===== src/hw/gat_pkg.sv =====
package gat_pkg;

  // ~~~~~~~~~~~~~~~~~~~~~~~~~~~~~~~~~~~~~~~~~~~~~~~~~~~~~~~~~~~~~~~~~~~~~~
  // Node phases.
  // ~~~~~~~~~~~~~~~~~~~~~~~~~~~~~~~~~~~~~~~~~~~~~~~~~~~~~~~~~~~~~~~~~~~~~~
  typedef enum logic [1:0] {
    PH_IDLE = 2'd0,
    PH_SPMM = 2'd1,
    PH_DMVM = 2'd2,
    PH_AGGR = 2'd3
  } phase_e;

  // ~~~~~~~~~~~~~~~~~~~~~~~~~~~~~~~~~~~~~~~~~~~~~~~~~~~~~~~~~~~~~~~~~~~~~~
  // Data widths.
  // ~~~~~~~~~~~~~~~~~~~~~~~~~~~~~~~~~~~~~~~~~~~~~~~~~~~~~~~~~~~~~~~~~~~~~~
  localparam int VAL_W = 16; // Sparse value, attention value, weight lane.
  localparam int ACC_W = 32; // Lane sum, score, feature word.

  // ~~~~~~~~~~~~~~~~~~~~~~~~~~~~~~~~~~~~~~~~~~~~~~~~~~~~~~~~~~~~~~~~~~~~~~
  // Sticky debug flag positions.
  // ~~~~~~~~~~~~~~~~~~~~~~~~~~~~~~~~~~~~~~~~~~~~~~~~~~~~~~~~~~~~~~~~~~~~~~
  localparam int FLG_SPMM_START = 5;
  localparam int FLG_SPMM_DONE  = 4;
  localparam int FLG_DMVM_START = 3;
  localparam int FLG_DMVM_DONE  = 2;
  localparam int FLG_AGGR_START = 1;
  localparam int FLG_AGGR_DONE  = 0;

endpackage


===== src/hw/phase_if.sv =====
`timescale 1ns/10ps

interface phase_if;

  logic spmm_start;
  logic spmm_done;
  logic dmvm_start;
  logic dmvm_done;
  logic aggr_start;
  logic aggr_done;

  modport ctrl (
    output spmm_start, dmvm_start, aggr_start,
    input  spmm_done, dmvm_done, aggr_done
  );
  modport spmm (input spmm_start, output spmm_done);
  modport dmvm (input dmvm_start, output dmvm_done);
  modport aggr (input aggr_start, output aggr_done);
  modport mon  (
    input spmm_start, spmm_done, dmvm_start, dmvm_done, aggr_start, aggr_done
  );

endinterface


===== src/hw/aggr_unit.sv =====
`timescale 1ns/10ps

module aggr_unit import gat_pkg::*; #(
  parameter int NUM_LANES = 4,
  parameter int NODE_W    = 8
) (
  input  logic                                  clk,
  input  logic                                  rst_n,
  phase_if.aggr                                 ph,
  input  logic [NUM_LANES-1:0][ACC_W-1:0]       lane_sum_i,
  input  logic [ACC_W-1:0]                      score_i,
  output logic                                  feat_we_o,
  output logic [NODE_W+$clog2(NUM_LANES)-1:0]   feat_addr_o,
  output logic [ACC_W-1:0]                      feat_data_o
);

  localparam int LANE_W = $clog2(NUM_LANES);

  logic [NODE_W-1:0]       node_q;
  logic [LANE_W-1:0]       lane_q;
  logic                    last_lane;
  logic signed [ACC_W-1:0] sum_sel;
  logic signed [ACC_W-1:0] sum_att;

  assign last_lane = (lane_q == LANE_W'(NUM_LANES - 1));

  // ~~~~~~~~~~~~~~~~~~~~~~~~~~~~~~~~~~~~~~~~~~~~~~~~~~~~~~~~~~~~~~~~~~~~~~
  // Write port.
  // ~~~~~~~~~~~~~~~~~~~~~~~~~~~~~~~~~~~~~~~~~~~~~~~~~~~~~~~~~~~~~~~~~~~~~~
  assign sum_sel      = lane_sum_i[lane_q];
  assign sum_att      = sum_sel >>> 3;                  // Negative score damps.
  assign feat_data_o  = score_i[ACC_W-1] ? sum_att : sum_sel;
  assign feat_addr_o  = {node_q, lane_q};
  assign ph.aggr_done = feat_we_o && last_lane;

  always_ff @(posedge clk or negedge rst_n) begin
    if (!rst_n) begin
      feat_we_o <= 1'b0;
      lane_q    <= '0;
      node_q    <= '0;
    end else if (!feat_we_o) begin
      if (ph.aggr_start) begin
        feat_we_o <= 1'b1;
        lane_q    <= '0;
      end
    end else if (last_lane) begin
      feat_we_o <= 1'b0;
      lane_q    <= '0;
      node_q    <= node_q + 1'b1; // Next node index.
    end else begin
      lane_q <= lane_q + 1'b1;
    end
  end

endmodule


===== src/flat_wrapper.sv =====
// flat-port wrapper written by rule: the top's interface ports become plain ports
module aggr_unit_flat import gat_pkg::*;
#(
  parameter int NUM_LANES = 4,
  parameter int NODE_W    = 8
)
  (clk, rst_n, lane_sum_i, score_i, feat_we_o, feat_addr_o, feat_data_o, ph_aggr_start, ph_aggr_done);
  phase_if ph_i ();
  input  logic clk;
  input  logic rst_n;
  input  logic [NUM_LANES-1:0][ACC_W-1:0] lane_sum_i;
  input  logic [ACC_W-1:0] score_i;
  output logic feat_we_o;
  output logic [NODE_W+$clog2(NUM_LANES)-1:0] feat_addr_o;
  output logic [ACC_W-1:0] feat_data_o;
  input wire logic [$bits(ph_i.aggr_start)-1:0] ph_aggr_start;
  output wire logic [$bits(ph_i.aggr_done)-1:0] ph_aggr_done;
  assign ph_i.aggr_start = ph_aggr_start;
  assign ph_aggr_done = ph_i.aggr_done;
  aggr_unit #(.NUM_LANES(NUM_LANES), .NODE_W(NODE_W)) u_core (.clk(clk), .rst_n(rst_n), .ph(ph_i), .lane_sum_i(lane_sum_i), .score_i(score_i), .feat_we_o(feat_we_o), .feat_addr_o(feat_addr_o), .feat_data_o(feat_data_o));
endmodule

===== config.mk =====
export PLATFORM = sky130hd
export DESIGN_NAME = aggr_unit_flat
export DESIGN_NICKNAME = d
export VERILOG_FILES = /design/src/hw/gat_pkg.sv /design/src/hw/phase_if.sv /design/src/hw/aggr_unit.sv /design/src/flat_wrapper.sv
export SDC_FILE = /design/constraint.sdc
export NUM_CORES = 1
export LEC_CHECK = 0
export ABC_AREA = 1
export BUFFER_PORTS_ARGS = -buffer_cell sky130_fd_sc_hd__buf_2
export CAP_MARGIN = 20
export CORE_AREA = 2 2 79 81
export CTS_CLUSTER_SIZE = 8
export DETAILED_ROUTE_END_ITERATION = 12
export DIE_AREA = 0 0 81 83
export PLACE_DENSITY_LB_ADDON = 0.3
export SLEW_MARGIN = 20
export SYNTH_ARGS = -nofsm -noshare
export SYNTH_HDL_FRONTEND = slang
export SYNTH_SLANG_ARGS = --single-unit

===== constraint.sdc =====
create_clock -name clk -period 2.4 [get_ports clk]
set_clock_uncertainty 0.2 [all_clocks]
set_input_delay 0.48 -clock clk [delete_from_list [all_inputs] [get_ports clk]]
set_output_delay 0.48 -clock clk [all_outputs]
set_load 0.05 [all_outputs]

; Word-level counts from Yosys, hierarchy flattened
; Cells that the tools add are included.
[op_classes]
n_bitwise = 0
n_mul = 0
muxes = 9
magnitude_cmp = 1
shift = 0
n_div = 0
addsub = 2
reduce_logical = 3
eq_ne = 1
[op_table]
columns = cell, count
row1 = 32-bit binary-select mux with 2-bit select, 1
row2 = 32-bit 2-to-1 mux, 1
row3 = 31-bit 2-to-1 mux, 1
row4 = "8-bit by 1-bit adder with 8-bit output, second input constant", 1
row5 = 2-bit 2-to-1 mux, 3
row6 = "2-bit by 3-bit less-than comparator with 1-bit output, second input constant", 1
row7 = 1-bit 2-to-1 mux, 3
row8 = "2-bit by 1-bit adder with 2-bit output, second input constant", 1
row9 = "2-bit == test, second input constant", 1
row10 = 2-bit AND reduction, 1
row11 = 2-bit nonzero test, 1
row12 = 1-bit logical AND, 1
[word_totals]
ff_bits = 11
ramBits = 0
rom_bits = 0
output_inout_bits = 44
mem_count = 0
latchBits = 0
word_cells = 19

; Longest topological paths before layout
[depth]
ltp_word = 3
depth_mapped = 7
depth_no_buf = 7

; Worst setup path after synthesis
; OpenSTA, ideal clock, no wires.
[synth_path]
kind = register -> output
startpoint = register u_core.lane_q[0]
endpoint = output port feat_data_o[27]
path_stages_with_launch = 6
arrival_time_ns = 1.838
setup_slack_ns = -0.118
t_required_ns = 1.720
cell_sequence = dfrtp_1 > buf_4 > nand2_1 > nand3_1 > nand2_1 > o21ai_1
[synth_between]
elab_chain_cells = 3
[synth_rtl]
columns = item, line
row1 = "start, declared", aggr_unit.sv:20  ; logic [LANE_W-1:0] lane_q;
row2 = "start signal, assigned", aggr_unit.sv:51  ; lane_q <= lane_q + 1'b1;
row3 = 32-bit binary-select mux with 2-bit select, aggr_unit.sv:30  ; assign sum_sel = lane_sum_i[lane_q];
row4 = 32-bit 2-to-1 mux (implied by the code), aggr_unit.sv:30
row5 = 31-bit 2-to-1 mux, aggr_unit.sv:32  ; assign feat_data_o = score_i[ACC_W-1] ? sum_att : sum_sel;
row6 = "end, declared", flat_wrapper.sv:15  ; output logic [ACC_W-1:0] feat_data_o;
; No other way between the ends. The select of a mux whose other input is x is not followed.

; Worst setup path in the final report
[layout_path]
startpoint = register u_core.lane_q[0]
endpoint = output port ph_aggr_done
[layout_between]
elab_chain_cells = 2
[layout_rtl]
columns = item, line
row1 = 2-bit == test, aggr_unit.sv:25  ; assign last_lane = (lane_q == LANE_W'(NUM_LANES - 1));
row2 = 1-bit logical AND, aggr_unit.sv:34  ; assign ph.aggr_done = feat_we_o && last_lane;
row3 = "end, declared", flat_wrapper.sv:17  ; output wire logic [$bits(ph_i.aggr_done)-1:0] ph_aggr_done;
; No other way between the ends.

==> impl_results.md <==
- Detailed-route via count: a little over 3000
- Final Routed Wirelength: around 7700 um
- Initial antenna violation count: 0
- Row Count: 28
- Synth Flop Type: dfrtp_1
- Register area: between 200 and 300 um2
- Startpoint Class: flop
- Crit path max fanout: 21
- Die Height: 83 um
- Worst-Skew Late Latency: approximately 0.24 ns
- # diodes: 0
- Post-route DRC: 0
- Vias in the first global route: 2798
- FF+latch count, synth: 11
- Antenna Nets Post-Route: 0
- Effective utilization at floorplan: 0.340
- H-tree levels: 1
- Filler instances: approximately 650
- Critical Path AT: between 1.5 and 2 ns
- First DRT Iteration DRCs: 166
- Fin crit period: approximately 2.3 ns
- CP Capture Point: ph_aggr_done
- Worst endpoint required time: roughly 1.7 ns
- CTS Buffer Depth: 2
- Reg power frac: 0.077
- DIE WIDTH: 81 um
- Dpl cells: about 620
- First-pass GRT wire length: 11900 um
- Final #Nets: 718
- Syn Inst Count: 388
- Peak per-stage delay on the critical path: 0.41 ns
- RSZ-0062 raised after global routing: false
- Pin count of the biggest net entering global routing: between 40 and 50
- Via-per-instance ratio: 4.92
- Slew @ Worst Pin: roughly 0.29 ns
- Final Hold Fails: 0
- Leakage power: about 1.9 nW
- Syn nets: around 550
- Mean area per synthesized cell: 5.10 um2
- Crit share post-route: 0.957
- Core Util, Final: 0.520
- Core area: between 0.005 and 0.006 mm2
- Register area share after synthesis: 0.139
- Buf/Inv on CP: 3
- Root Driver: clkbuf_8
- Cell accounting for the most synthesized area: nand2_1
- Number of synthesized flops with an enable pin: 0
- Sw power: around 2.9 mW
- CTS Buf Count: 3
- Logic pwr share: 0.881
- Post-synth top cells: nand2_1, nand3_1, inv_1, buf_2, dfrtp_1
- R2R Setup Slk: between 0.6 and 0.7 ns
- Share of layout cells above drive strength 1: 0.351
- Post-synth top area share: 0.349
- Distinct cells, synth: 20
- CP Cell Sequence: buf_4 > ha_1 > nand2_1 > inv_1 > clkbuf_4
- Area of the mapped netlist: about 0.0020 mm2
- Worst hold path type: flop to flop
- CTS tree: done
- Crit-path leading delay family: buffers and inverters
- Ys async rst share: 1.00
- Worst setup EP type: primary output
- Int Power: 1.48 mW
- Kind of critical path: flop to primary output
- FF-to-FF End: u_core.node_q[6]
- Grt ovf: 0
- TritonCTS Sinks: 11
- Non-filler cells, final: 627
- Synth-to-layout area growth: 52.9%
- CP max stage cell: dfrtp_2
- Status: finished clean
- # port buffers: approximately 180
- Total number of yosys warnings: 0
- Multi-input logic area: approximately 0.0014 mm2
- Setup TNS: 0 ns
- R2R depth: 8
- Hpwl dp: just under 6000 um
- MaxCap Viol Count: 0
- Reg-to-Reg Start: u_core.lane_q[0]
- Slew Limit Fails: 0
- I/O pins: around 210
- Final setup vio count: 0
- Worst IR Drop VDD: 0.000844 V
- Drt first pass iters: 4
- Max-slew headroom: 0.808
- Gpl congestion: between 0.8 and 0.9
- Crit path launch: u_core.lane_q[0]
- Die Area: slightly below 0.007 mm2
- Count leader, synth: nand2_1
- Clock slew seen by the registers of the worst setup and hold paths: approximately 0.05 ns
- Pwr/cell area: roughly 1400 mW/mm2
- Sw Share: 0.658
- Clk network pwr share: 0.042
- Gr usage total: 0.214
- Main area contributors after synthesis: nand2_1, nand3_1, dfrtp_1
- Critical path depth: 5
- WL/cell: between 10 and 15 um
- F_max: approximately 0.44 GHz
[layer usage]
metal / vias up / wire length, um / track usage
li1: 1580 / - / -
met4: 0 / 108 / 0.0493
met5: - / 0 / 0
met1: 1332 / 3060 / 0.246
met2: 158 / 3800 / 0.404
met3: 13 / 708 / 0.0283
[worst register-to-register path, stage by stage, from the launching register on]
cell	delay, ns
dfrtp_2	0.41
buf_4	0.25
ha_1	0.23
nand2_1	0.13
nor2_2	0.20
nand3_1	0.12
nand2_1	0.08
nand2_1	0.05
inv_1	0.05
[timing repair]
action / CTS / global route
hold endpoints to repair: 11 / 0
hold buffers: 1 / 0
setup endpoints to repair: 0 / 23
gates resized for setup: 0 / 27
setup buffers: 0 / 0
[flip-flops by register name, summed over array words and instances, names as in the netlist]
name / cells
u_core.feat_we_o: 1
u_core.node_q: 8
u_core.lane_q: 2
[cell families after synthesis]
logic type,count (synthesis),synth area share
buffers and inverters,52,0.138
DFF,11,0.139
AOI/OAI and AO/OA,4,0.0101
adders and majority gates,2,0.0126
xor gates and xnor gates,4,0.0177
and+or+nand+nor,315,0.683
[layout by cell type (no fill, tap or decap), drive strengths merged, types with 2 or more instances in the layout]
master / n
ha: 2
inv: 25
xnor2: 2
xor2: 2
nor2: 5
o21ai: 4
buf: 164
nand3: 122
dfrtp: 11
nand2: 184
clkbuf: 26
[worst min path at each step]
stage                                start                to  slack, ns  depth (start not counted)
after floorplan                      rst_n  u_core.feat_we_o      -0.02                          0
after global placement               rst_n  u_core.node_q[6]       0.16                          1
after detailed placement             rst_n  u_core.node_q[3]       0.16                          1
after CTS                 u_core.node_q[5]  u_core.node_q[5]       0.33                          2
after global routing      u_core.node_q[5]  u_core.node_q[5]       0.34                          2
final                     u_core.node_q[5]  u_core.node_q[5]       0.32                          2
[power groups by stage]
| stage | clock, mW | sequential [mW] | combinational [mW] |
|---|---|---|---|
| 6_report | 0.184 | 0.334 | 3.83 |
| 5_1_grt | 0.200 | 0.342 | 4.14 |
| 4_1_cts | 0.190 | 0.328 | 3.73 |
| 3_5_place_dp | 0 | 0.328 | 3.72 |
| 3_3_place_gp | 0 | 0.326 | 3.70 |
| 2_1_floorplan | 0 | 0.525 | 2.70 |
[cell type report]
class                           instances  share of cell area
Clock buffer                            4              0.0149
Inverter                               25              0.0327
Multi-Input combinational cell        325               0.473
Sequential cell                        11              0.0914
Tap cell                               75              0.0310
Timing Repair Buffer                  187               0.357
[stage by stage]
step           worst slack, ns  hold WS, ns  power (mW)  cell area, um2
6_report                 0.103        0.316        4.35            3030
5_1_grt                0.00457        0.341        4.68            3030
4_1_cts                 0.0186        0.325        4.25            2960
3_5_place_dp             0.274        0.156        4.05            2900
3_3_place_gp             0.284        0.158        4.03            2900
2_1_floorplan           -0.118      -0.0156        3.23            1980
Power figures use the tool's default switching activity.
