### config.mk
export PLATFORM = sky130hd
export DESIGN_NAME = spmm_unit_flat
export DESIGN_NICKNAME = d
export VERILOG_FILES = /design/src/hw/gat_pkg.sv /design/src/hw/phase_if.sv /design/src/hw/spmm_unit.sv /design/src/flat_wrapper.sv
export SDC_FILE = /design/constraint.sdc
export NUM_CORES = 2
export LEC_CHECK = 0
export BUFFER_PORTS_ARGS = -buffer_cell sky130_fd_sc_hd__buf_2
export CAP_MARGIN = 20
export CORE_MARGIN = 2
export CORE_UTILIZATION = 43
export DETAILED_ROUTE_END_ITERATION = 10
export GPL_TIMING_DRIVEN = 0
export PLACE_DENSITY = 0.57
export SLEW_MARGIN = 15
export SYNTH_ARGS = -nofsm -noshare
export SYNTH_HDL_FRONTEND = slang
export SYNTH_SLANG_ARGS = --single-unit
### constraint.sdc
create_clock -name clk -period 18.5 [get_ports clk]
set_input_delay 0.925 -clock clk [delete_from_list [all_inputs] [get_ports clk]]
set_output_delay 0.925 -clock clk [all_outputs]
set_load 0.01 [all_outputs]
### src/hw/gat_pkg.sv
package gat_pkg;

  // ~~~~~~~~~~~~~~~~~~~~~~~~~~~~~~~~~~~~~~~~~~~~~~~~~~~~~~~~~~~~~~~~~~~~~~
  // Node phases.
  // ~~~~~~~~~~~~~~~~~~~~~~~~~~~~~~~~~~~~~~~~~~~~~~~~~~~~~~~~~~~~~~~~~~~~~~
  typedef enum logic [1:0] {
    PH_IDLE = 2'd0,
    PH_SPMM = 2'd1,
    PH_DMVM = 2'd2,
    PH_AGGR = 2'd3
  } phase_e;

  // ~~~~~~~~~~~~~~~~~~~~~~~~~~~~~~~~~~~~~~~~~~~~~~~~~~~~~~~~~~~~~~~~~~~~~~
  // Data widths.
  // ~~~~~~~~~~~~~~~~~~~~~~~~~~~~~~~~~~~~~~~~~~~~~~~~~~~~~~~~~~~~~~~~~~~~~~
  localparam int VAL_W = 16; // Sparse value, attention value, weight lane.
  localparam int ACC_W = 32; // Lane sum, score, feature word.

  // ~~~~~~~~~~~~~~~~~~~~~~~~~~~~~~~~~~~~~~~~~~~~~~~~~~~~~~~~~~~~~~~~~~~~~~
  // Sticky debug flag positions.
  // ~~~~~~~~~~~~~~~~~~~~~~~~~~~~~~~~~~~~~~~~~~~~~~~~~~~~~~~~~~~~~~~~~~~~~~
  localparam int FLG_SPMM_START = 5;
  localparam int FLG_SPMM_DONE  = 4;
  localparam int FLG_DMVM_START = 3;
  localparam int FLG_DMVM_DONE  = 2;
  localparam int FLG_AGGR_START = 1;
  localparam int FLG_AGGR_DONE  = 0;

endpackage

### src/hw/phase_if.sv
`timescale 1ns/10ps

interface phase_if;

  logic spmm_start;
  logic spmm_done;
  logic dmvm_start;
  logic dmvm_done;
  logic aggr_start;
  logic aggr_done;

  modport ctrl (
    output spmm_start, dmvm_start, aggr_start,
    input  spmm_done, dmvm_done, aggr_done
  );
  modport spmm (input spmm_start, output spmm_done);
  modport dmvm (input dmvm_start, output dmvm_done);
  modport aggr (input aggr_start, output aggr_done);
  modport mon  (
    input spmm_start, spmm_done, dmvm_start, dmvm_done, aggr_start, aggr_done
  );

endinterface

### src/hw/spmm_unit.sv
`timescale 1ns/10ps

module spmm_unit import gat_pkg::*; #(
  parameter int NUM_LANES = 4,
  parameter int COL_W     = 4
) (
  input  logic                                clk,
  input  logic                                rst_n,
  phase_if.spmm                               ph,
  input  logic                                wgt_we_i,
  input  logic [COL_W-1:0]                    wgt_addr_i,
  input  logic [NUM_LANES-1:0][VAL_W-1:0]     wgt_data_i,
  input  logic                                nz_vld_i,
  input  logic                                nz_last_i,
  input  logic [COL_W-1:0]                    nz_col_i,
  input  logic [VAL_W-1:0]                    nz_val_i,
  output logic [NUM_LANES-1:0][ACC_W-1:0]     lane_sum_o
);

  logic [NUM_LANES-1:0][VAL_W-1:0] wgt_mem [2**COL_W];

  logic                            accept_q;   // Taking sparse entries.
  logic                            rd_vld_q;
  logic                            rd_last_q;
  logic [NUM_LANES-1:0][VAL_W-1:0] rd_row_q;
  logic [VAL_W-1:0]                rd_val_q;
  logic signed [2*VAL_W-1:0]       prod [NUM_LANES];
  logic                            start_ok;
  logic                            nz_take;

  assign start_ok = ph.spmm_start && !accept_q && !rd_vld_q;
  assign nz_take  = nz_vld_i && accept_q;

  always_ff @(posedge clk) begin
    if (wgt_we_i) begin
      wgt_mem[wgt_addr_i] <= wgt_data_i;
    end
    if (nz_take) begin
      rd_row_q <= wgt_mem[nz_col_i]; // Row read, stage one.
      rd_val_q <= nz_val_i;
    end
  end

  always_comb begin
    for (int l = 0; l < NUM_LANES; l++) begin
      prod[l] = $signed(rd_val_q) * $signed(rd_row_q[l]);
    end
  end

  // Accumulate one cycle after the read.
  always_ff @(posedge clk) begin
    for (int l = 0; l < NUM_LANES; l++) begin
      if (start_ok) begin
        lane_sum_o[l] <= '0;
      end else if (rd_vld_q) begin
        lane_sum_o[l] <= lane_sum_o[l] + ACC_W'(prod[l]);
      end
    end
  end

  always_ff @(posedge clk or negedge rst_n) begin
    if (!rst_n) begin
      accept_q     <= 1'b0;
      rd_vld_q     <= 1'b0;
      rd_last_q    <= 1'b0;
      ph.spmm_done <= 1'b0;
    end else begin
      rd_vld_q     <= nz_take;
      rd_last_q    <= nz_take && nz_last_i;
      ph.spmm_done <= rd_last_q; // Sums settled here.
      if (start_ok) begin
        accept_q <= 1'b1;
      end else if (nz_take && nz_last_i) begin
        accept_q <= 1'b0;
      end
    end
  end

endmodule

### src/flat_wrapper.sv
// flat-port wrapper written by rule: the top's interface ports become plain ports
module spmm_unit_flat import gat_pkg::*;
#(
  parameter int NUM_LANES = 4,
  parameter int COL_W     = 4
)
  (clk, rst_n, wgt_we_i, wgt_addr_i, wgt_data_i, nz_vld_i, nz_last_i, nz_col_i, nz_val_i, lane_sum_o, ph_spmm_start, ph_spmm_done);
  phase_if ph_i ();
  input  logic clk;
  input  logic rst_n;
  input  logic wgt_we_i;
  input  logic [COL_W-1:0] wgt_addr_i;
  input  logic [NUM_LANES-1:0][VAL_W-1:0] wgt_data_i;
  input  logic nz_vld_i;
  input  logic nz_last_i;
  input  logic [COL_W-1:0] nz_col_i;
  input  logic [VAL_W-1:0] nz_val_i;
  output logic [NUM_LANES-1:0][ACC_W-1:0] lane_sum_o;
  input wire logic [$bits(ph_i.spmm_start)-1:0] ph_spmm_start;
  output wire logic [$bits(ph_i.spmm_done)-1:0] ph_spmm_done;
  assign ph_i.spmm_start = ph_spmm_start;
  assign ph_spmm_done = ph_i.spmm_done;
  spmm_unit #(.NUM_LANES(NUM_LANES), .COL_W(COL_W)) u_core (.clk(clk), .rst_n(rst_n), .ph(ph_i), .wgt_we_i(wgt_we_i), .wgt_addr_i(wgt_addr_i), .wgt_data_i(wgt_data_i), .nz_vld_i(nz_vld_i), .nz_last_i(nz_last_i), .nz_col_i(nz_col_i), .nz_val_i(nz_val_i), .lane_sum_o(lane_sum_o));
endmodule
Yosys cells after proc, flatten, opt, wreduce, memory -nomap -nowiden:

Memories as Yosys holds them, arrays and structs flattened. A register that Yosys moved wholly into a read port is not among the register bits.
Index checks and enable logic that the tools add are counted.

* register bits after elaboration: 148
* memory bits (writable): 1024
* logic and storage cells: 29
* input port bits: 94
* output and inout bits: 129
* memories kept: 1

* reductions and logical operators: 7
* multipliers: 4
* add/subtract/negate cells: 4
* multiplexer cells: 4

Memory list
* u_core.wgt_mem: depth 16, bits a word 64, read ports 1, clocked after Yosys merged registers in 1, wr ports 1, RTL line spmm_unit.sv:20 `logic [NUM_LANES-1:0][VAL_W-1:0] wgt_mem [2**COL_W];`

Operators by type and width (count)
* $add A32 B32 Y32: 4
* $mul A16 B16 Y32: 4
* $logic_and A1 B1 Y1: 4
* $mux W1: 4
* $logic_not A1 Y1: 2
* $reduce_bool A2 Y1: 1

Depth between registers and ports, before layout:

* word-level depth: 4
* gate-level depth with buffers: 24
* gate-level depth less buffers: 22

Worst setup path before layout:

Ideal clock, no wire load.

* kind: input -> register
* from: input port wgt_addr_i[2]
* to: memory u_core.wgt_mem[0][0] in the netlist's numbering, enable pin
* data arrival time: 5.788 ns
* stages on the path: 2
* slack: 12.146 ns
* required time: 17.935 ns
* buffers on the path: 0
* library setup time: 0.565 ns
* path through: or3b_2 nor3_1

RTL lines
* start: declaration: RTL line flat_wrapper.sv:12 `input logic [COL_W-1:0] wgt_addr_i;`
* end: declaration: RTL line spmm_unit.sv:20

Straight into the memory's write port.

Final worst setup path:

* from: register u_core.rd_val_q[15]
* to: register u_core.lane_sum_o[31] in the netlist's numbering

* word-level cells in the longest chain between the ends: 2

RTL lines
* start: declaration: RTL line spmm_unit.sv:26 `logic [VAL_W-1:0] rd_val_q;`
* start signal: assignment: RTL line spmm_unit.sv:40 `rd_val_q <= nz_val_i;`
* $mul A16 B16 Y32: RTL line spmm_unit.sv:46 `prod[l] = $signed(rd_val_q) * $signed(rd_row_q[l]);`
* $add A32 B32 Y32: RTL line spmm_unit.sv:56 `lane_sum_o[l] <= lane_sum_o[l] + ACC_W'(prod[l]);`
* end signal: indexed assignment: RTL line spmm_unit.sv:56
* end: declaration: RTL line spmm_unit.sv:17 `output logic [NUM_LANES-1:0][ACC_W-1:0] lane_sum_o`

Every way passes these cells.
A chain may end at the register's enable or synchronous reset.

==> impl_metrics.json <==
{
  "cts_num_sinks": 1236,
  "num_vias": 53480,
  "wl_per_cell_um": 27.5,
  "antenna_found_initial": 47,
  "ys_seq_area_share_pct": 40.4,
  "yosysMostFrequentCell": "inv_1",
  "die_h_um": 458,
  "worstPathMaxFanout": 10,
  "dp_hpwl_um": 214000,
  "clock_skew_ns": 0.0487,
  "path_common_cell": "fa_1",
  "arrival_ns": 9.38,
  "gp_congestion": 0.973,
  "synthFlopType": "edfxtp_1",
  "h-tree-depth": 4,
  "core_area_sq_mm": 0.205,
  "final_nets": 8859,
  "grt_pass1_vias": 57180,
  "top_level_ports": 223,
  "area_delta_synth_final_pct": 12.4,
  "yosysTopAreaCellShare_pct": 37.4,
  "ys_top_cells_by_area": "edfxtp_1 (37%), fa_1 (26%), mux4_2 (8.1%)",
  "async_reset_ff_share_pct": 0.324,
  "num_rows": 166,
  "clock-root-buffer": "clkbuf_16",
  "slew_headroom_pct": 12.5,
  "syn_area_sq_mm": 0.0886,
  "wirelength_um": 276000,
  "critPathSlowestCell": "clkbuf_1",
  "dieArea_sq_mm": 0.210,
  "start_util_pct": 43.3,
  "post_cts_buffers": 0,
  "fillers": 18004,
  "cts_tree": "built",
  "ys_ff_latch": 1236,
  "end_kind": "register",
  "final_cells": 10021,
  "period_needed_ns": 8.70,
  "min_path_type": "primary input to register",
  "grt_pass1_wl_um": 403000,
  "overflow": 0,
  "placedInstanceArea_sq_mm": 0.0948,
  "routed_via_density": 5.34,
  "antenna_left": 0,
  "drtPass1Iterations": 5,
  "startpoint_type": "register",
  "status": "completed",
  "fmax_mhz": 115,
  "clk_pin_slew_ns": 0.07,
  "slowest_delay_ns": 0.92,
  "rsz0062_at_grt": "false",
  "post-place-cells": 9746,
  "grt_usage_pct": 26.9,
  "io_buffers": 218,
  "cap_violations": 0,
  "setup_viol": 0,
  "ys_warn_count": 0,
  "worst_pin_slew_ns": 1.31,
  "cts_made_buffers": 138,
  "clk_path_buf_depth": 3,
  "netlist-cell-type-count": 86,
  "crit_type": "register to register",
  "period_share_pct": 47.0,
  "die_width_um": 458,
  "final_cell_area_sq_mm": 0.0995,
  "cp.required_ns": 19.18,
  "synth_top_area_cell": "edfxtp_1",
  "syn_inst": 6737,
  "drtIter0Drc": 4586,
  "clk_latency_ns": 0.81,
  "hold_buffers": 1,
  "postCtsResizedCells": 0,
  "regArea_sq_mm": 0.0358,
  "drc": 0,
  "hold_viol_final": 0,
  "cp_cell_sequence": "clkbuf_2, clkbuf_1, nand2_1, inv_1, fa_1, inv_1, fa_1, inv_1, fa_1, fa_1, fa_1, inv_1, fa_1, inv_1, ha_1, nand2_1, nor3_1, nand2_1, a211oi_1, o22ai_1, o2111ai_1, mux2i_1, nand4_1",
  "drive_above_1_share_pct": 13.1,
  "syn_nets": 8391,
  "grt_max_degree": 49,
  "multi_input_area_sq_mm": 0.0467,
  "synth-edff-count": 1104,
  "whs_ns": 0.292,
  "slew_violations": 0,
  "synth_commonest_cells": "inv_1 (1353), fa_1 (1168), edfxtp_1 (1104), nand2_1 (629), and2_1 (492)",
  "synth.avg_cell_area_sq_um": 13.1,
  "finalSetupTns_ns": 0
}
[worst paths after layout]
path	startpoint	slack, ns	endpoint	cells past startpoint
max	u_core.rd_val_q[15]	9.80	u_core.lane_sum_o[31]	23
min	nz_val_i[13]	0.29	u_core.rd_val_q[13]	1
max reg2reg	u_core.rd_val_q[15]	9.80	u_core.lane_sum_o[31]	23
min reg2reg	u_core.rd_last_q	0.34	u_core.ph.spmm_done	0
max in group asynchronous	rst_n	17.92	u_core.rd_last_q	2
min in group asynchronous	rst_n	0.45	u_core.ph.spmm_done	2
[per-layer routing]
| layer | vias up | wire [um] | GRT usage [%] | part of all wire (%) |
|---|---|---|---|---|
| li1 | 23047 | - | - | - |
| met1 | 27970 | 110000 | 35.0 | 40 |
| met2 | 1917 | 129000 | 42.9 | 47 |
| met3 | 514 | 21100 | 6.12 | 7.7 |
| met4 | 32 | 15000 | 12.9 | 5.5 |
| met5 | - | 196 | 0 | 0.071 |
[critical path, delay by kind of cell, from the launching register on]
| kind | cells | cell delay (ns) |
|---|---|---|
| buffers and inverters | 7 | 2.11 |
| AND/OR/NAND/NOR | 5 | 1.35 |
| flip-flops | 1 | 0.33 |
| AO/OA/AOI/OAI | 3 | 1.13 |
| multiplexers | 1 | 0.21 |
| adder cells (fa/ha/maj) | 7 | 3.41 |
[through the flow]
step / utilization, % / worst slack [ns]
floorplan: - / 12.15
global placement: 45.5 / 5.68
detailed placement: 46.3 / 9.72
CTS: 48.6 / 9.70
global route: 48.6 / 9.55
finish: 48.6 / 9.80
[state kept, by name, indices dropped and copies added (netlist names)]
name / count
u_core.accept_q: 1
u_core.lane_sum_o: 128
u_core.ph.spmm_done: 1
u_core.rd_last_q: 1
u_core.rd_row_q: 64
u_core.rd_val_q: 16
u_core.rd_vld_q: 1
u_core.wgt_mem: 1024
[area by class of cell]
cell class / count / share of cell area [%]
well taps: 2688 / 3.38
clock buffers: 174 / 3.70
inverters: 1353 / 5.10
diodes: 18 / 0.0453
clock inverters: 76 / 0.890
repair buffers: 328 / 2.83
flip-flops and latches: 1236 / 36.0
plain buffers: 287 / 1.17
multi-input cells: 3861 / 46.9
[kinds of logic (layout without fill, tap and decap cells)]
family	count (synthesis)	in the layout	synth area share [%]
buf+inv	1640	2218	6.99
fa+ha+maj	1560	1560	31.9
simple gates	1404	1404	7.73
flops	1236	1236	40.4
compound gates	436	436	3.34
mux	326	326	8.21
xor+xnor	135	135	1.34
other cells	0	18	0
[placed cells by master (no fill, tap or decap), types with 21 or more instances in the layout]
master and n:
fa_1 1168, nor2_1 116, mux4_2 320, xnor2_1 88, clkinv_2 21, a21oi_1 81, clkinv_1 23, nor3_1 23
buf_12 30, a22o_1 29, a21o_1 27, buf_2 251, dfxtp_1 128, edfxtp_1 1104, ha_1 392, inv_1 1353
o21ai_0 131, buf_4 32, nand2b_1 42, and2_1 491, clkbuf_16 141, xor2_1 47, nand2_1 629, clkbuf_2 40
o21a_1 23, nand3_1 28, clkbuf_1 238
Power is not shown: default switching activity piles up to over one toggle a cycle in this logic, so the estimate is an artifact.
