--- config.mk ---
export PLATFORM = sky130hd
export DESIGN_NAME = score_unit_flat
export DESIGN_NICKNAME = d
export VERILOG_FILES = /design/src/hw/gat_pkg.sv /design/src/hw/phase_if.sv /design/src/hw/score_unit.sv /design/src/flat_wrapper.sv
export SDC_FILE = /design/constraint.sdc
export NUM_CORES = 1
export LEC_CHECK = 0
export BUFFER_PORTS_ARGS = -buffer_cell sky130_fd_sc_hd__buf_2
export CORE_AREA = 2 2 210 212
export CTS_BUF_LIST = sky130_fd_sc_hd__clkbuf_2
export DETAILED_ROUTE_END_ITERATION = 8
export DIE_AREA = 0 0 212 214
export GPL_ROUTABILITY_DRIVEN = 0
export GPL_TIMING_DRIVEN = 1
export HOLD_SLACK_MARGIN = 0.05
export PLACE_DENSITY_LB_ADDON = 0.3
export SLEW_MARGIN = 20
export SYNTH_ARGS = -nofsm -noshare
export SYNTH_HDL_FRONTEND = slang
export SYNTH_SLANG_ARGS = --single-unit
--- constraint.sdc ---
create_clock -name clk -period 23.5 [get_ports clk]
set_input_delay 1.175 -clock clk [delete_from_list [all_inputs] [get_ports clk]]
set_output_delay 1.175 -clock clk [all_outputs]
set_load 0.05 [all_outputs]
--- src/hw/gat_pkg.sv ---
package gat_pkg;

  // ~~~~~~~~~~~~~~~~~~~~~~~~~~~~~~~~~~~~~~~~~~~~~~~~~~~~~~~~~~~~~~~~~~~~~~
  // Node phases.
  // ~~~~~~~~~~~~~~~~~~~~~~~~~~~~~~~~~~~~~~~~~~~~~~~~~~~~~~~~~~~~~~~~~~~~~~
  typedef enum logic [1:0] {
    PH_IDLE = 2'd0,
    PH_SPMM = 2'd1,
    PH_DMVM = 2'd2,
    PH_AGGR = 2'd3
  } phase_e;

  // ~~~~~~~~~~~~~~~~~~~~~~~~~~~~~~~~~~~~~~~~~~~~~~~~~~~~~~~~~~~~~~~~~~~~~~
  // Data widths.
  // ~~~~~~~~~~~~~~~~~~~~~~~~~~~~~~~~~~~~~~~~~~~~~~~~~~~~~~~~~~~~~~~~~~~~~~
  localparam int VAL_W = 16; // Sparse value, attention value, weight lane.
  localparam int ACC_W = 32; // Lane sum, score, feature word.

  // ~~~~~~~~~~~~~~~~~~~~~~~~~~~~~~~~~~~~~~~~~~~~~~~~~~~~~~~~~~~~~~~~~~~~~~
  // Sticky debug flag positions.
  // ~~~~~~~~~~~~~~~~~~~~~~~~~~~~~~~~~~~~~~~~~~~~~~~~~~~~~~~~~~~~~~~~~~~~~~
  localparam int FLG_SPMM_START = 5;
  localparam int FLG_SPMM_DONE  = 4;
  localparam int FLG_DMVM_START = 3;
  localparam int FLG_DMVM_DONE  = 2;
  localparam int FLG_AGGR_START = 1;
  localparam int FLG_AGGR_DONE  = 0;

endpackage

--- src/hw/phase_if.sv ---
`timescale 1ns/10ps

interface phase_if;

  logic spmm_start;
  logic spmm_done;
  logic dmvm_start;
  logic dmvm_done;
  logic aggr_start;
  logic aggr_done;

  modport ctrl (
    output spmm_start, dmvm_start, aggr_start,
    input  spmm_done, dmvm_done, aggr_done
  );
  modport spmm (input spmm_start, output spmm_done);
  modport dmvm (input dmvm_start, output dmvm_done);
  modport aggr (input aggr_start, output aggr_done);
  modport mon  (
    input spmm_start, spmm_done, dmvm_start, dmvm_done, aggr_start, aggr_done
  );

endinterface

--- src/hw/score_unit.sv ---
`timescale 1ns/10ps

module score_unit import gat_pkg::*; #(
  parameter int NUM_LANES = 4
) (
  input  logic                            clk,
  input  logic                            rst_n,
  phase_if.dmvm                           ph,
  input  logic                            att_we_i,
  input  logic [$clog2(NUM_LANES)-1:0]    att_idx_i,
  input  logic [VAL_W-1:0]                att_data_i,
  input  logic [NUM_LANES-1:0][ACC_W-1:0] lane_sum_i,
  output logic [ACC_W-1:0]                score_o
);

  localparam int LANE_W = $clog2(NUM_LANES);

  logic signed [VAL_W-1:0]       att_q [NUM_LANES];
  logic                          run_q;
  logic [LANE_W-1:0]             idx_q;
  logic signed [ACC_W+VAL_W-1:0] prod;

  always_ff @(posedge clk) begin
    if (att_we_i) begin
      att_q[att_idx_i] <= att_data_i;
    end
  end

  assign prod = $signed(lane_sum_i[idx_q]) * att_q[idx_q];

  // One lane per cycle, result kept until the next node.
  always_ff @(posedge clk) begin
    if (ph.dmvm_start && !run_q) begin
      score_o <= '0;
    end else if (run_q) begin
      score_o <= score_o + prod[ACC_W-1:0];
    end
  end

  always_ff @(posedge clk or negedge rst_n) begin
    if (!rst_n) begin
      run_q        <= 1'b0;
      idx_q        <= '0;
      ph.dmvm_done <= 1'b0;
    end else begin
      ph.dmvm_done <= 1'b0;
      if (ph.dmvm_start && !run_q) begin
        run_q <= 1'b1;
        idx_q <= '0;
      end else if (run_q) begin
        idx_q <= idx_q + 1'b1;
        if (idx_q == LANE_W'(NUM_LANES - 1)) begin
          run_q        <= 1'b0;
          ph.dmvm_done <= 1'b1;
        end
      end
    end
  end

endmodule

--- src/flat_wrapper.sv ---
// flat-port wrapper written by rule: the top's interface ports become plain ports
module score_unit_flat import gat_pkg::*;
#(
  parameter int NUM_LANES = 4
)
  (clk, rst_n, att_we_i, att_idx_i, att_data_i, lane_sum_i, score_o, ph_dmvm_start, ph_dmvm_done);
  phase_if ph_i ();
  input  logic clk;
  input  logic rst_n;
  input  logic att_we_i;
  input  logic [$clog2(NUM_LANES)-1:0] att_idx_i;
  input  logic [VAL_W-1:0] att_data_i;
  input  logic [NUM_LANES-1:0][ACC_W-1:0] lane_sum_i;
  output logic [ACC_W-1:0] score_o;
  input wire logic [$bits(ph_i.dmvm_start)-1:0] ph_dmvm_start;
  output wire logic [$bits(ph_i.dmvm_done)-1:0] ph_dmvm_done;
  assign ph_i.dmvm_start = ph_dmvm_start;
  assign ph_dmvm_done = ph_i.dmvm_done;
  score_unit #(.NUM_LANES(NUM_LANES)) u_core (.clk(clk), .rst_n(rst_n), .ph(ph_i), .att_we_i(att_we_i), .att_idx_i(att_idx_i), .att_data_i(att_data_i), .lane_sum_i(lane_sum_i), .score_o(score_o));
endmodule
# Yosys cells after proc, flatten, opt, wreduce, memory -nomap -nowiden
# Memories as Yosys holds them, arrays and structs flattened.
# Cells that the tools add are included.
# totals
regBits,36
ram_bits,64
in_bits,150
output_inout_bits,33
elab_cells,25
n_memories,1
# op_classes
add_sub_neg,2
n_mul,1
magnitude_cmp,1
eq_ne,1
muxes,12
reduce_logical,3
# mem_list
name,words,word_bits,read_ports,rd_clocked_by_memory_dff,write_ports,line_no,source
u_core.att_q,4,16,1,0,1,score_unit.sv:18,logic signed [VAL_W-1:0] att_q [NUM_LANES];
# op_table
cell,count
$bmux 32 s2,1
$add 32x32->32,1
$mul 32x16->32,1
$mux 32,1
$mux 1,8
$mux 2,2
$lt 2x3->1 const B,1
$add 2x1->2 const B,1
$eq 2x2->1 const B,1
$reduce_bool 2->1,1
$logic_and 1x1->1,1
$logic_not 1->1,1

# Depth between registers and ports, before layout
# Gate-level depths: netlist (run 1).
# logic_depth
ltp_word,4
depth_mapped,31
ltp_nobuf,26

# Worst setup path before layout (run 1)
# No wires, ideal clock.
# synth_timing
kind,register to register
from,register u_core.idx_q[0]
to,register u_core.score_o[28]
setup_ps,117
arrival_ps,7930
t_required_ps,23383
setup_slack_ps,15453
path_stages_with_launch,30
path_buffers,6
period_less_slack_ps,8047
cell_sequence,dfrtp_1 > buf_2 > buf_4 > buf_2 > buf_2 > buf_2 > mux2i_1 > nand2_1 > o21a_1 > clkbuf_1 > nand2_1 > fa_1 > fa_1 > fa_1 > fa_1 > inv_1 > fa_1 > inv_1 > fa_1 > inv_1 > ha_1 > a211o_1 > or4_1 > a21oi_2 > nor3_2 > a311o_2 > a211o_2 > a21o_1 > a211o_1 > a32o_1
# synth_via
elab_chain_cells,4
elab_cells_between_ends,5
cone_classes,1 x add/sub; 1 x mul; 2 x mux; 1 x memory
# synth_lines
element,line_no,source
"start, declared",score_unit.sv:20,logic [LANE_W-1:0] idx_q;
"start signal, assigned",score_unit.sv:51,idx_q <= idx_q + 1'b1;
$bmux 32 s2,score_unit.sv:29,assign prod = $signed(lane_sum_i[idx_q]) * att_q[idx_q];
$mux 32 (not written as such),score_unit.sv:29,
$mul 32x16->32 (*),score_unit.sv:29,
$add 32x32->32 (*),score_unit.sv:36,score_o <= score_o + prod[ACC_W-1:0];
"end signal, assigned",score_unit.sv:36,
"end, declared",score_unit.sv:13,output logic [ACC_W-1:0] score_o
# Every way passes the cells marked *; elsewhere a longest branch is shown, timed or not. The select of a mux whose other input is x is not followed.
# A chain may end at the register's enable or synchronous reset.

# Worst setup path in the final report (run 1)
# Ends and elaborated chain as after synthesis.

==> results of run 1 <==
-- registers in the layout (all words and copies together), names as in the netlist --
signal / flops
u_core.idx_q: 2
u_core.run_q: 1
u_core.att_q: 64
u_core.ph.dmvm_done: 1
u_core.score_o: 32
-- Yosys cell counts, types with 18 or more instances --
| cell | n |
|---|---|
| xnor2_1 | 41 |
| a21oi_1 | 22 |
| dfxtp_1 | 32 |
| inv_1 | 398 |
| nand2b_1 | 29 |
| nand2_1 | 245 |
| clkbuf_1 | 57 |
| mux4_2 | 32 |
| mux2_2 | 18 |
| o21ai_0 | 36 |
| fa_1 | 334 |
| mux2i_1 | 28 |
| ha_1 | 98 |
| and2_1 | 68 |
| nor2_1 | 134 |
| edfxtp_1 | 64 |
-- layout make-up --
cell class,count,area (µm²)
inverter,398,1494
tap,585,732.0
sequential,100,2669
clock buffer,9,45.04
clock inverter,7,91.34
fill,4189,24150
antenna,2,5.005
multi-input combinational,1207,12700
timing repair buffer,194,1001
-- metrics by stage --
stage | cell area [µm²] | instances | hold slack (ps)
finish | 18740 | 2502 | 176.6
global placement | 18600 | 2484 | 492.8
floorplan | 17140 | 1778 | 570.7
detailed placement | 18600 | 2484 | 495.9
global route | 18740 | 2502 | 124.6
CTS | 18730 | 2500 | 88.44
-- final timing paths --
kind / cells past startpoint / startpoint / slack [ps] / to
max reg2reg: 23 / u_core.idx_q[0] / 14880 / u_core.score_o[28]
min in group clk: 2 / u_core.score_o[4] / 520 / u_core.score_o[4]
max: 23 / u_core.idx_q[0] / 14880 / u_core.score_o[28]
min: 1 / rst_n / 180 / u_core.idx_q[1]
min reg2reg: 2 / u_core.score_o[4] / 520 / u_core.score_o[4]
max in group asynchronous: 1 / rst_n / 23160 / u_core.idx_q[0]
-- layer usage --
layer / vias up / routed length, µm / track usage, %
met4: 0 / 1550 / 7.582
met2: 472 / 21650 / 34.60
met5: - / 0 / 0
met3: 77 / 3276 / 4.398
li1: 5664 / - / -
met1: 6333 / 19530 / 28.35
-- logic make-up after synthesis --
family | share of synthesized area (%)
buf+inv | 10.42
mux | 7.023
fa+ha+maj | 46.17
xor+xnor | 2.709
simple gates | 13.42
flops | 15.54
compound gates | 4.724
==> results.cfg, run 1 <==
[timing]
finClkSkew_ps = 77.25
max_clock_freq_mhz = 115.9
post-route-period-util_pct = 36.70
rsz0062_at_grt = false
report.final.slew_viol_count = 0
slew_headroom_pct = 28.70
fin_crit_ps = 8625
worst-slew-pin-transition_ps = 1062
setup_tns_ps = 0
hold_violations = 0
setup_viol = 0
fin_ws_ps = 14880

[grt]
grt_max_degree = 56
grt_overflow_total = 0
grtUsageTotal_pct = 21.35
grt_pass1_vias = 13630
grt_pass1_wl_um = 74110
antenna_found_initial = 2

[route]
vias_per_cell = 5.014
drt_pass1_iterations = 5
wl_um = 46000
vias = 12550
drc = 0
wl_per_cell_um = 18.39
drt_iter0_markers = 667
postRouteAntennaNets = 0

[setup_path]
critPathMostFrequentCell = fa_1
crit_family = adder cells
crit_path_start_kind = register
critPathRequiredTime_ps = 24230
arrival_ps = 9350
slowest_delay_ps = 820
endpoint_kind = register
cp_cell_sequence = buf_4 -> mux4_2 -> and2_1 -> fa_1 -> inv_1 -> fa_1 -> fa_1 -> fa_1 -> inv_1 -> fa_1 -> inv_1 -> fa_1 -> inv_1 -> ha_1 -> a211o_1 -> or4_1 -> a21oi_2 -> nor3_2 -> a311o_2 -> a211o_2 -> a21o_1 -> a211o_1 -> a32o_1
crit_buf_inv = 5
critPathKind = reg -> reg
cp_slowest_cell = mux4_2
crit_fanout = 50

[cts]
cts_tree = yes
numCtsBuffers = 9
cts_resized = 0
clkLatencyLatePin_ps = 760
htreeDepth = 3
cts_root_buffer = clkbuf_2
clock_tree.buffer_depth = 2
holdBufCountCts = 0
cts.sinks = 100
post_cts_buffers = 0
clkTransAtPathRegs_ps = 370

[synth]
synth_top_area_cell = fa_1
synth_cell_types = 58
postSynthCellCount = 1778
ys_seq_area_share_pct = 15.54
synth_edf_count = 64
syn-num-nets = 2360
synth_top_flop_cell = edfxtp_1
synth_area_um2 = 17140
yosys.area.top_type_share_pct = 39.02
syn-mean-instance-area_um2 = 9.639
synth_area_leaders = fa_1, edfxtp_1, inv_1
ys_warn_count = 0
ys_ff_latch = 100
synth-async-reset-ratio_pct = 4.000

[finish]
nets = 2492
layout_commonest_cell = inv_1
drive_above_1_share_pct = 14.41
syn2layout_area_growth_pct = 9.338
final_util_pct = 43.69
layout_common_cells = inv_1, fa_1, nand2_1

[floorplanning]
io_pins = 183
num_rows = 76
die_h_um = 214
die_area_um2 = 45370
initial_core_util_pct = 39.96
die_x_um = 212
core_area_um2 = 42890

[hold_path]
hold_class = in -> async

[place]
dp_hpwl_um = 37720
dp_worst_setup_slack_ps = 14760
io_buffers = 182

[job]
cap_violations = 0

[run_status]
status = finished, final reports clean
Power of run 1 is not shown: default switching activity piles up to over one toggle a cycle in this logic, so the estimate is an artifact.
==> inputs of run 2 (changes only) <==
==> constraint.sdc (replaced) <==
create_clock -name clk -period 7.23 [get_ports clk]
set_input_delay 0.3615 -clock clk [delete_from_list [all_inputs] [get_ports clk]]
set_output_delay 0.3615 -clock clk [all_outputs]
set_load 0.05 [all_outputs]
==> run 2 against run 1 <==
Against the previous run: first-iteration DRC count rose by 36%; critical path depth did not move; critical path type unchanged; highest routed layer unchanged; register-to-register slack got worse by 15000 ps; count of clock-buffer cells in the layout did not move; global-route usage rose by 1.6 points; the run now ends with negative setup slack left.
==> results.cfg, run 2 (synthesis results as in run 1) <==
[finish]
top_regs = u_core.att_q (64), u_core.score_o (32), u_core.idx_q (2)
syn2layout_area_growth_pct = 17.18
nets = 2626
layout_commonest_cell = inv_1
nFillCells = 4085
largest_register = u_core.att_q
drive_above_1_share_pct = 20.84
design_area_um2 = 20080
final_util_pct = 46.83
layout_common_cells = inv_1, fa_1, nand2_1
largest_reg_flops = 64

[grt]
antenna_found_initial = 3
grt_pass1_vias = 14040
grtUsageTotal_pct = 22.92
grt_pass1_wl_um = 78860
grt_max_degree = 49
grt_overflow_total = 0

[timing]
timing.hold.ws_ps = 155.5
hold_violations = 0
worst-slew-pin-transition_ps = 863.8
max_clock_freq_mhz = 138.0
fin_crit_ps = 7244
rsz0062_at_grt = true
setup_tns_ps = -14.22
post-route-period-util_pct = 100.2
slew_headroom_pct = 42.41
report.final.slew_viol_count = 0
finClkSkew_ps = 113.1
setup_viol = 1
fin_ws_ps = -14.22

[route]
drt_iter0_markers = 905
drt_pass1_iterations = 5
vias = 13080
wl_per_cell_um = 18.87
postRouteAntennaNets = 0
drc = 0
wl_um = 49770
vias_per_cell = 4.959

[run_status]
violations = negative setup slack
status = complete, but fails checks

[setup_path]
critPathMostFrequentCell = fa_1
critPathRequiredTime_ps = 7920
endpoint_kind = register
cp_cell_sequence = buf_6 -> mux4_2 -> and2_4 -> fa_1 -> inv_2 -> fa_1 -> fa_1 -> fa_1 -> inv_1 -> fa_1 -> inv_2 -> fa_1 -> inv_2 -> ha_4 -> a211o_1 -> or4_4 -> a21oi_2 -> nor3_2 -> a311o_2 -> a211o_4 -> a21o_1 -> a211o_1 -> a32o_1
arrival_ps = 7930
slowest_delay_ps = 600
cp_slowest_cell = dfrtp_4
crit_path_start_kind = register
critPathKind = reg -> reg
crit_fanout = 7

[cts]
clock_tree.buffer_depth = 2
cts.sinks = 100
clkLatencyLatePin_ps = 800
clkTransAtPathRegs_ps = 400
cts_root_buffer = clkbuf_2
cts_tree = yes
htreeDepth = 3
numCtsBuffers = 9

[floorplanning]
die_h_um = 214
num_rows = 76
core_area_um2 = 42890
die_x_um = 212
initial_core_util_pct = 39.96
io_pins = 183
die_area_um2 = 45370

[hold_path]
hold_class = in -> reg

[place]
dp_hpwl_um = 41880
io_buffers = 182
placed_cell_area_um2 = 19420

[job]
cap_violations = 0
-- run 2: cell count changes in the layout (fill, tap and decap cells not counted), moves of 6 or more --
cell,change
buf_12,+6
dlygate4sd3_1,+22
buf_4,+94
buf_6,+10
-- run 2: layout make-up --
cell class / count / area (µm²) / share of cell area (%)
diodes: 3 / 7.507 / 0.03738
clock buffers: 9 / 45.04 / 0.2243
clock inverters: 7 / 68.82 / 0.3427
inverters: 398 / 1494 / 7.439
multi-input cells: 1207 / 12860 / 64.06
flip-flops and latches: 100 / 2669 / 13.29
well taps: 585 / 732.0 / 3.645
repair buffers: 328 / 2202 / 10.97
-- run 2: routing by layer --
layer,track usage [%],part of all wire (%),routed length (µm)
met1,31.68,43,21580
met2,37.10,47,23350
met3,4.149,7.2,3585
met4,6.150,2.5,1258
met5,0,0,0
-- run 2: stage by stage --
stage	worst slack, ps	instances
2_1_floorplan	-28.64	1778
3_3_place_gp	120.3	2580
3_5_place_dp	-18.16	2580
4_1_cts	-17.25	2619
5_1_grt	-186.4	2636
6_report	-14.22	2637
-- run 2: timing repair --
| item | 4_1_cts | 5_1_grt |
|---|---|---|
| hold buffers | 22 | 0 |
| gates resized for setup | 14 | 42 |
| pin swaps | 0 | 4 |
| setup buffers | 1 | 15 |
| hold endpoints to repair | 75 | 0 |
| setup endpoints to repair | 3 | 9 |
-- run 2: path summary, 6_finish.rpt --
check,start,end,slack [ps],depth (start not counted)
worst min-delay path,att_we_i,u_core.att_q[1][3],160,4
max in group asynchronous,rst_n,u_core.run_q,6550,3
min in group asynchronous,rst_n,u_core.idx_q[0],430,3
worst min register to register,u_core.score_o[0],u_core.score_o[0],520,2
worst max-delay path,u_core.idx_q[0],u_core.score_o[28],-10,23
worst max register to register,u_core.idx_q[0],u_core.score_o[28],-10,23
-- run 2: worst max-delay path, delay by kind of cell, from the launching register on --
| kind | cells | cell delay, ps |
|---|---|---|
| AOI/OAI and AO/OA | 7 | 1790 |
| adders and majority gates | 7 | 3290 |
| muxes | 1 | 500 |
| DFF | 1 | 600 |
| and+or+nand+nor | 3 | 680 |
| buffers and inverters | 5 | 300 |
Power of run 2 is left out for the same reason.
